File: config.mk
export PLATFORM = sky130hd
export DESIGN_NAME = alloc_top
export DESIGN_NICKNAME = d
export VERILOG_FILES = /design/src/hw/alloc_class_pkg.sv /design/src/hw/alloc_xfer_pkg.sv /design/src/hw/alloc_top.sv /design/src/hw/slot_pool.sv /design/src/hw/free_decoder.sv /design/src/hw/size_classifier.sv /design/src/hw/pipe_stage.sv
export VERILOG_INCLUDE_DIRS = /design/src /design/src/hw
export SDC_FILE = /design/constraint.sdc
export NUM_CORES = 1
export LEC_CHECK = 0
export ABC_AREA = 1
export BUFFER_PORTS_ARGS = -buffer_cell sky130_fd_sc_hd__buf_4
export CORE_AREA = 2 2 217 219
export DETAILED_ROUTE_END_ITERATION = 16
export DIE_AREA = 0 0 219 221
export GPL_ROUTABILITY_DRIVEN = 0
export PLACE_DENSITY = 0.75
export SYNTH_ARGS = -nofsm -noshare
export SYNTH_HDL_FRONTEND = slang
export SYNTH_HIERARCHICAL = 1
export SYNTH_SLANG_ARGS = --single-unit
File: constraint.sdc
create_clock -name clk -period 9 [get_ports clk]
set_input_delay 1.8 -clock clk [delete_from_list [all_inputs] [get_ports clk]]
set_output_delay 1.8 -clock clk [all_outputs]
set_load 0.02 [all_outputs]
File: src/hw/alloc_config.svh
`ifndef ALLOC_CONFIG_SVH
`define ALLOC_CONFIG_SVH

// Pointer and request widths
`define ALLOC_PTR_W 16
`define ALLOC_SIZE_W 16

// Size classes, one per region
`define ALLOC_CLASS_COUNT 4

// Class 0 block is 64 bytes, each class doubles it
`define ALLOC_MIN_BLOCK_LOG2 6

// 16 KB per region
`define ALLOC_REGION_LOG2 14

// Recycle queue entries per class
`define ALLOC_FIFO_DEPTH 16

`endif
File: src/hw/alloc_class_pkg.sv
`include "alloc_config.svh"

package alloc_class_pkg;

  localparam int CLASS_W = $clog2(`ALLOC_CLASS_COUNT);
  localparam int SLOT_W = `ALLOC_REGION_LOG2 - `ALLOC_MIN_BLOCK_LOG2;

  // Class number doubles as the top pointer bits
  typedef logic [CLASS_W-1:0] class_id_t;

  // Sized for class 0, the smallest block
  typedef logic [SLOT_W-1:0] slot_idx_t;

  // One extra bit so a full region count fits
  typedef logic [SLOT_W:0] slot_cnt_t;

  // Block size log2, 6 for class 0 up to 9 for class 3
  function automatic int unsigned class_shift(class_id_t cls);
    return `ALLOC_MIN_BLOCK_LOG2 + int'(cls);
  endfunction

  // Slots per region: 256, 128, 64, 32
  function automatic slot_cnt_t class_slot_count(class_id_t cls);
    return slot_cnt_t'(1) << (`ALLOC_REGION_LOG2 - class_shift(cls));
  endfunction

endpackage

File: src/hw/alloc_xfer_pkg.sv
`include "alloc_config.svh"

package alloc_xfer_pkg;

  import alloc_class_pkg::*;

  typedef logic [`ALLOC_PTR_W-1:0] ptr_t;

  // Requested size in bytes
  typedef logic [`ALLOC_SIZE_W-1:0] req_size_t;

  ////////////////////////////////////////////////////////////////////////////
  // Payloads into the pool
  ////////////////////////////////////////////////////////////////////////////

  // Classifier to pool
  typedef struct packed {
    class_id_t cls;
  } class_req_t;

  // Decoder to pool
  typedef struct packed {
    class_id_t cls;
    slot_idx_t slot;
  } free_slot_t;

endpackage

File: src/hw/alloc_top.sv
`timescale 1ns/1ps

module alloc_top (
  input  logic                      clk,
  input  logic                      rst_n,
  input  logic                      req_valid,
  input  alloc_xfer_pkg::req_size_t req_size,
  output logic                      req_ready,
  output logic                      alloc_valid,
  output alloc_xfer_pkg::ptr_t      alloc_ptr,
  output logic                      alloc_ok,
  input  logic                      alloc_ready,
  input  logic                      free_valid,
  input  alloc_xfer_pkg::ptr_t      free_ptr,
  output logic                      free_ready
);

  import alloc_xfer_pkg::*;

  // Classifier to pool
  logic       cls_valid;
  class_req_t cls_req;
  logic       cls_ready;

  // Decoder to pool
  logic       fr_valid;
  free_slot_t fr_slot;
  logic       fr_ready;

  size_classifier i_size_classifier (
    .clk       (clk),
    .rst_n     (rst_n),
    .req_valid (req_valid),
    .req_size  (req_size),
    .req_ready (req_ready),
    .cls_valid (cls_valid),
    .cls_req   (cls_req),
    .cls_ready (cls_ready)
  );

  free_decoder i_free_decoder (
    .clk        (clk),
    .rst_n      (rst_n),
    .free_valid (free_valid),
    .free_ptr   (free_ptr),
    .free_ready (free_ready),
    .fr_valid   (fr_valid),
    .fr_slot    (fr_slot),
    .fr_ready   (fr_ready)
  );

  slot_pool i_slot_pool (
    .clk         (clk),
    .rst_n       (rst_n),
    .cls_valid   (cls_valid),
    .cls_req     (cls_req),
    .cls_ready   (cls_ready),
    .fr_valid    (fr_valid),
    .fr_slot     (fr_slot),
    .fr_ready    (fr_ready),
    .alloc_valid (alloc_valid),
    .alloc_ptr   (alloc_ptr),
    .alloc_ok    (alloc_ok),
    .alloc_ready (alloc_ready)
  );

endmodule

File: src/hw/slot_pool.sv
`timescale 1ns/1ps
`include "alloc_config.svh"

module slot_pool (
  input  logic                       clk,
  input  logic                       rst_n,
  input  logic                       cls_valid,
  input  alloc_xfer_pkg::class_req_t cls_req,
  output logic                       cls_ready,
  input  logic                       fr_valid,
  input  alloc_xfer_pkg::free_slot_t fr_slot,
  output logic                       fr_ready,
  output logic                       alloc_valid,
  output alloc_xfer_pkg::ptr_t       alloc_ptr,
  output logic                       alloc_ok,
  input  logic                       alloc_ready
);

  import alloc_class_pkg::*;
  import alloc_xfer_pkg::*;

  localparam int NCLS  = `ALLOC_CLASS_COUNT;
  localparam int DEPTH = `ALLOC_FIFO_DEPTH;
  localparam int AW    = $clog2(DEPTH);

  // Extra wrap bit tells full from empty
  typedef logic [AW:0] qptr_t;

  slot_idx_t       q_mem [NCLS][DEPTH];
  qptr_t           rd_ptr [NCLS];
  qptr_t           wr_ptr [NCLS];
  slot_cnt_t       fresh_cnt [NCLS];
  logic [NCLS-1:0] q_empty;
  logic [NCLS-1:0] q_full;

  logic      cls_fire;
  logic      fr_fire;
  logic      take_pop;
  logic      take_fresh;
  logic      pick_ok;
  slot_idx_t pick_slot;
  ptr_t      pick_ptr;

  ////////////////////////////////////////////////////////////////////////////
  // Recycle queue status
  ////////////////////////////////////////////////////////////////////////////

  always_comb begin
    for (int c = 0; c < NCLS; c++) begin
      q_empty[c] = (rd_ptr[c] == wr_ptr[c]);
      q_full[c]  = (rd_ptr[c][AW] != wr_ptr[c][AW]) &&
                   (rd_ptr[c][AW-1:0] == wr_ptr[c][AW-1:0]);
    end
  end

  // Free stalls only on its own class
  assign fr_ready  = ~q_full[fr_slot.cls];
  assign fr_fire   = fr_valid & fr_ready;
  assign cls_ready = ~alloc_valid | alloc_ready;
  assign cls_fire  = cls_valid & cls_ready;

  ////////////////////////////////////////////////////////////////////////////
  // Slot selection
  ////////////////////////////////////////////////////////////////////////////

  // Recycled slots first, then fresh ones in order
  always_comb begin
    take_pop   = 1'b0;
    take_fresh = 1'b0;
    pick_slot  = '0;
    if (!q_empty[cls_req.cls]) begin
      take_pop  = 1'b1;
      pick_slot = q_mem[cls_req.cls][rd_ptr[cls_req.cls][AW-1:0]];
    end else if (fresh_cnt[cls_req.cls] < class_slot_count(cls_req.cls)) begin
      take_fresh = 1'b1;
      pick_slot  = slot_idx_t'(fresh_cnt[cls_req.cls]);
    end
  end

  assign pick_ok = take_pop | take_fresh;

  // Region base plus slot times block size, zero when exhausted
  assign pick_ptr = pick_ok ?
                    ((ptr_t'(cls_req.cls) << `ALLOC_REGION_LOG2) |
                     (ptr_t'(pick_slot) << class_shift(cls_req.cls))) : '0;

  ////////////////////////////////////////////////////////////////////////////
  // State update
  ////////////////////////////////////////////////////////////////////////////

  always_ff @(posedge clk) begin
    if (fr_fire) begin
      q_mem[fr_slot.cls][wr_ptr[fr_slot.cls][AW-1:0]] <= fr_slot.slot;
    end
  end

  always_ff @(posedge clk) begin
    if (!rst_n) begin
      for (int c = 0; c < NCLS; c++) begin
        rd_ptr[c]    <= '0;
        wr_ptr[c]    <= '0;
        fresh_cnt[c] <= '0;
      end
      alloc_valid <= 1'b0;
    end else begin
      if (fr_fire) begin
        wr_ptr[fr_slot.cls] <= wr_ptr[fr_slot.cls] + 1'b1;
      end
      if (cls_fire && take_pop) begin
        rd_ptr[cls_req.cls] <= rd_ptr[cls_req.cls] + 1'b1;
      end
      if (cls_fire && take_fresh) begin
        fresh_cnt[cls_req.cls] <= fresh_cnt[cls_req.cls] + 1'b1;
      end
      // Response held until taken
      if (cls_fire) begin
        alloc_valid <= 1'b1;
      end else if (alloc_ready) begin
        alloc_valid <= 1'b0;
      end
    end
  end

  always_ff @(posedge clk) begin
    if (cls_fire) begin
      alloc_ptr <= pick_ptr;
      alloc_ok  <= pick_ok;
    end
  end

endmodule

File: src/hw/free_decoder.sv
`timescale 1ns/1ps
`include "alloc_config.svh"

module free_decoder (
  input  logic                       clk,
  input  logic                       rst_n,
  input  logic                       free_valid,
  input  alloc_xfer_pkg::ptr_t       free_ptr,
  output logic                       free_ready,
  output logic                       fr_valid,
  output alloc_xfer_pkg::free_slot_t fr_slot,
  input  logic                       fr_ready
);

  import alloc_class_pkg::*;
  import alloc_xfer_pkg::*;

  free_slot_t                    dec_slot;
  logic [`ALLOC_REGION_LOG2-1:0] region_off;

  assign region_off = free_ptr[`ALLOC_REGION_LOG2-1:0];

  // Region picks the class, offset over block size gives the slot
  always_comb begin
    dec_slot.cls  = free_ptr[`ALLOC_PTR_W-1 -: CLASS_W];
    dec_slot.slot = slot_idx_t'(region_off >> class_shift(dec_slot.cls));
  end

  pipe_stage #(
    .payload_t (free_slot_t)
  ) i_free_stage (
    .clk       (clk),
    .rst_n     (rst_n),
    .in_valid  (free_valid),
    .in_data   (dec_slot),
    .in_ready  (free_ready),
    .out_valid (fr_valid),
    .out_data  (fr_slot),
    .out_ready (fr_ready)
  );

endmodule

File: src/hw/size_classifier.sv
`timescale 1ns/1ps
`include "alloc_config.svh"

module size_classifier (
  input  logic                       clk,
  input  logic                       rst_n,
  input  logic                       req_valid,
  input  alloc_xfer_pkg::req_size_t  req_size,
  output logic                       req_ready,
  output logic                       cls_valid,
  output alloc_xfer_pkg::class_req_t cls_req,
  input  logic                       cls_ready
);

  import alloc_class_pkg::*;
  import alloc_xfer_pkg::*;

  class_req_t fit_req;

  // Smallest class that holds the size, anything larger lands in the top class
  always_comb begin
    fit_req.cls = class_id_t'(`ALLOC_CLASS_COUNT - 1);
    for (int c = `ALLOC_CLASS_COUNT - 1; c >= 0; c--) begin
      if (req_size <= (req_size_t'(1) << class_shift(class_id_t'(c)))) begin
        fit_req.cls = class_id_t'(c);
      end
    end
  end

  pipe_stage #(
    .payload_t (class_req_t)
  ) i_cls_stage (
    .clk       (clk),
    .rst_n     (rst_n),
    .in_valid  (req_valid),
    .in_data   (fit_req),
    .in_ready  (req_ready),
    .out_valid (cls_valid),
    .out_data  (cls_req),
    .out_ready (cls_ready)
  );

endmodule

File: src/hw/pipe_stage.sv
`timescale 1ns/1ps

module pipe_stage #(
  parameter type payload_t = logic
) (
  input  logic     clk,
  input  logic     rst_n,
  input  logic     in_valid,
  input  payload_t in_data,
  output logic     in_ready,
  output logic     out_valid,
  output payload_t out_data,
  input  logic     out_ready
);

  payload_t main_data;
  payload_t skid_data;
  logic     main_valid;
  logic     skid_valid;
  logic     in_fire;
  logic     main_free;

  // Ready comes straight off the skid flop
  assign in_ready  = ~skid_valid;
  assign out_valid = main_valid;
  assign out_data  = main_data;
  assign in_fire   = in_valid & in_ready;
  assign main_free = ~main_valid | out_ready;

  always_ff @(posedge clk) begin
    if (!rst_n) begin
      main_valid <= 1'b0;
      skid_valid <= 1'b0;
    end else if (main_free) begin
      main_valid <= skid_valid | in_fire;
      skid_valid <= 1'b0;
    end else if (in_fire) begin
      skid_valid <= 1'b1;
    end
  end

  always_ff @(posedge clk) begin
    if (main_free && (skid_valid || in_fire)) begin
      main_data <= skid_valid ? skid_data : in_data;
    end
    // Output stalled, park the new beat
    if (!main_free && in_fire) begin
      skid_data <= in_data;
    end
  end

endmodule

==> reports/metrics.yaml <==
routing:
  met1_length_um: 25810
  via_count: 18763
  via_per_inst: 5.805
  drc: 0
  dr.pass1.iters: 6
  postRouteAntennaNets: 0
  wirelength_um: 66070
  post_drt_wl_per_cell_um: 20.44
  wl_met3_um: 5809
  wl_met2_um: 32430
  drt-initial-drc-count: 2405
  maxUsedRoutingLayer: "met4"
worst_hold_path:
  worstHoldPathType: "reg2reg"
  holdPathStages: 2
setup_path:
  crit_chain: "buf_4 -> buf_4 -> nor2_4 -> a22o_1 -> a221oi_2 -> inv_2 -> ha_1 -> nand2_1 -> nor2_1 -> nand4_1 -> o2111ai_1 -> clkinv_1 -> nand3_2 -> nor2_4 -> nand2_2 -> nand2_1"
  critical_path_buf_inv_count: 4
  path_depth: 16
  critPathRequiredTime_ns: 9.22
  startpoint: "i_size_classifier/i_cls_stage/out_data[0]$_DFFE_PP_"
  endpoint: "i_slot_pool/fresh_cnt[1][2]$_SDFFCE_PN0P_"
  r2r_setup_slack_ns: 3.94
  cp_max_fo: 72
  cp-start-kind: "register"
  crit_type: "reg2reg"
  worstReg2RegEnd: "i_slot_pool/fresh_cnt[1][2]$_SDFFCE_PN0P_"
  reg2regPathDepth: 16
  critPathMaxStageDelay_ns: 0.78
  cp_top_family: "buffers and inverters"
  arrival_ns: 5.28
  end_kind: "register"
  r2r_start: "i_size_classifier/i_cls_stage/out_data[0]$_DFFE_PP_"
  critPathSlowestCell: "buf_4"
clock_tree:
  cts_hold_buf: 0
  htreeDepth: 3
  postCtsSetupBuffers: 0
  numCtsBuffers: 66
  cts_resized: 0
  clk_latency_ns: 0.60
  clk_path_buf_depth: 3
  cts_tree: "built"
  clock-sinks: 634
  cts-root-buf: "clkbuf_16"
  path_clk_slew_ns: 0.06
layout:
  antenna_cells: 0
  fin_util: 0.6598
  drive_gt1_frac: 0.08381
  syn_to_final_growth_pct: 10.61
  nNetsFinal: 2627
sta:
  finalWorstSetupSlack_ns: 3.940
  rsz0062_at_grt: "no"
  fmax_ghz: 0.1976
  clock_skew_ns: 0.02628
  setup_violations: 0
  relSlewSlack: 0.1514
  fin_crit_ns: 5.061
  maxSlewViolCount: 0
  finalHoldViolations: 0
  worst_slew_pin_slew_ns: 1.270
  fin_tns_setup_ns: 0
  fin_crit_sh: 0.5623
yosys:
  syn_area_um2: 27480
  async_reset_ff_frac: 0
  ys_top_cells_by_area: "edfxtp_1 (69%), nand2_1 (12%), nand3_1 (6.6%), nor2_1 (4.4%), buf_2 (1.4%)"
  postSynthAreaPerCell_um2: 10.79
  post-synth-top-count-cell: "nand2_1"
  ys_types: 44
  synth_ff_type: "edfxtp_1"
  synth-edff-count: 629
  synth_top_area_frac: 0.6874
  synth_cells: 2547
  ys_warn_count: 6
  ys_ff_latch: 634
  yosysSeqAreaShare: 0.6911
  ys_top_cells_by_count: "nand2_1 (907), edfxtp_1 (629), nand3_1 (364), nor2_1 (319), buf_2 (77)"
  synth_top_area_cell: "edfxtp_1"
global_route:
  grtUsageTotal: 0.2762
  grt_overflow_total: 0
  grt_pass1_wl_um: 101400
  grt_start_max_net_pins: 148
  antenna_found_initial: 0
  grt_pass1_vias: 18330
die:
  core_area_um2: 46060
  die_h_um: 221
  die_w_um: 219
  initial_core_util: 0.5965
  num_rows: 79
  die_area_um2: 48400
  ios: 57
outcome:
  outcome: "completed"
place:
  place_hpwl_um: 38140
  port_buffers: 50
  place_ws_ns: 4.097
power:
  powerDensity_nw_per_um2: 211.9
  vdd_drop_max_v: 0.0001411
  leakage_uw: 0.01176
job:
  drv_cap: 0
-- cells in the final DEF, fill, tap and decap left out, drive strengths merged, types with 2 or more instances in the layout --
master and count:
nand2 919, edfxtp 629, nand3 366, nor2 329
clkbuf 93, buf 77, inv 64, xor2 27
clkinv 20, ha 14, o21ai 13, a22oi 10
conb 10, a21oi 9, bufinv 8, a221oi 7
dfxtp 5, a22o 5, nor3 4, xnor2 4
and2 4, o22ai 2, nand4 2
-- sequential cells by signal, indices dropped and copies added (netlist names), 2 cells and up --
register and cells:
i_slot_pool/rd_ptr 20, i_free_decoder/i_free_stage/skid_data 10, i_slot_pool/alloc_ptr 16, i_slot_pool/fresh_cnt 36
i_size_classifier/i_cls_stage/out_data 2, i_slot_pool/wr_ptr 20, i_free_decoder/i_free_stage/out_data 10, i_size_classifier/i_cls_stage/skid_data 2
i_slot_pool/q_mem 512
-- how the worst min path moves through the flow --
stage,from,endpoint,slack (ns)
finish,i_free_decoder/i_free_stage/skid_data[1]$_DFFE_PP_,i_free_decoder/i_free_stage/out_data[1]$_DFFE_PP_,0.52
global route,i_free_decoder/i_free_stage/skid_data[1]$_DFFE_PP_,i_free_decoder/i_free_stage/out_data[1]$_DFFE_PP_,0.53
CTS,i_free_decoder/i_free_stage/skid_data[4]$_DFFE_PP_,i_free_decoder/i_free_stage/out_data[4]$_DFFE_PP_,0.52
detailed placement,i_free_decoder/i_free_stage/skid_data[4]$_DFFE_PP_,i_free_decoder/i_free_stage/out_data[4]$_DFFE_PP_,0.51
global placement,i_free_decoder/i_free_stage/skid_data[0]$_DFFE_PP_,i_free_decoder/i_free_stage/out_data[0]$_DFFE_PP_,0.50
floorplan,i_free_decoder/i_free_stage/out_valid$_SDFFE_PN0P_,i_free_decoder/i_free_stage/skid_valid$_SDFFE_PP0P_,0.48
-- per-stage QoR --
step / total power [uW] / area, um2 / cells / hold slack, ns
floorplan: 3573 / 27510 / 2555 / 0.4800
global placement: 3694 / 28170 / 3115 / 0.5021
detailed placement: 3707 / 28170 / 3115 / 0.5064
CTS: 6470 / 30390 / 3232 / 0.5206
global route: 6622 / 30390 / 3232 / 0.5251
finish: 6441 / 30390 / 3232 / 0.5176
-- per-layer routing --
layer	track usage	up-vias
met4	0.1114	0
met3	0.03890	140
met1	0.3754	8991
met5	0	-
li1	-	8694
met2	0.4520	938
-- worst register-to-register path, cell delays in order, from the launching register on --
cell and delay [ns]:
edfxtp_1 0.32, buf_4 0.56, buf_4 0.82, nor2_4 0.43, a22o_1 0.32, a221oi_2 0.21, inv_2 0.09, ha_1 0.31
nand2_1 0.09, nor2_1 0.16, nand4_1 0.11, o2111ai_1 0.12, clkinv_1 0.30, nand3_2 0.21, nor2_4 0.07, nand2_2 0.21
nand2_1 0.36
-- kinds of logic (layout without fill, tap and decap cells) --
kind of cell             count (synthesis)  after routing  share of synthesized area
AND/OR/NAND/NOR                       1626           1626                     0.2431
flip-flops                             634            634                     0.6911
buffers and inverters                  192            262                    0.03529
AO/OA/AOI/OAI                           48             48                    0.01343
XOR/XNOR                                31             31                    0.01043
adder cells (fa/ha/maj)                 14             14                   0.006375
other                                    2             10                  0.0002733
-- layout make-up --
cell class                 count  area [um2]
sequential                   634       18990
fill                        3388       15670
multi-input combinational   1729        7569
clock buffer                  93        1912
tap                          607       759.5
timing repair buffer          77       590.6
clock inverter                24       311.5
inverter                      68       262.8
-- power breakdown --
group	switching (uW)	internal, uW
clock network	1080	1710
registers	15.2	3300
logic	261	78.8
total	1350	5090
Note: power is estimated with default switching activity, not from simulation.
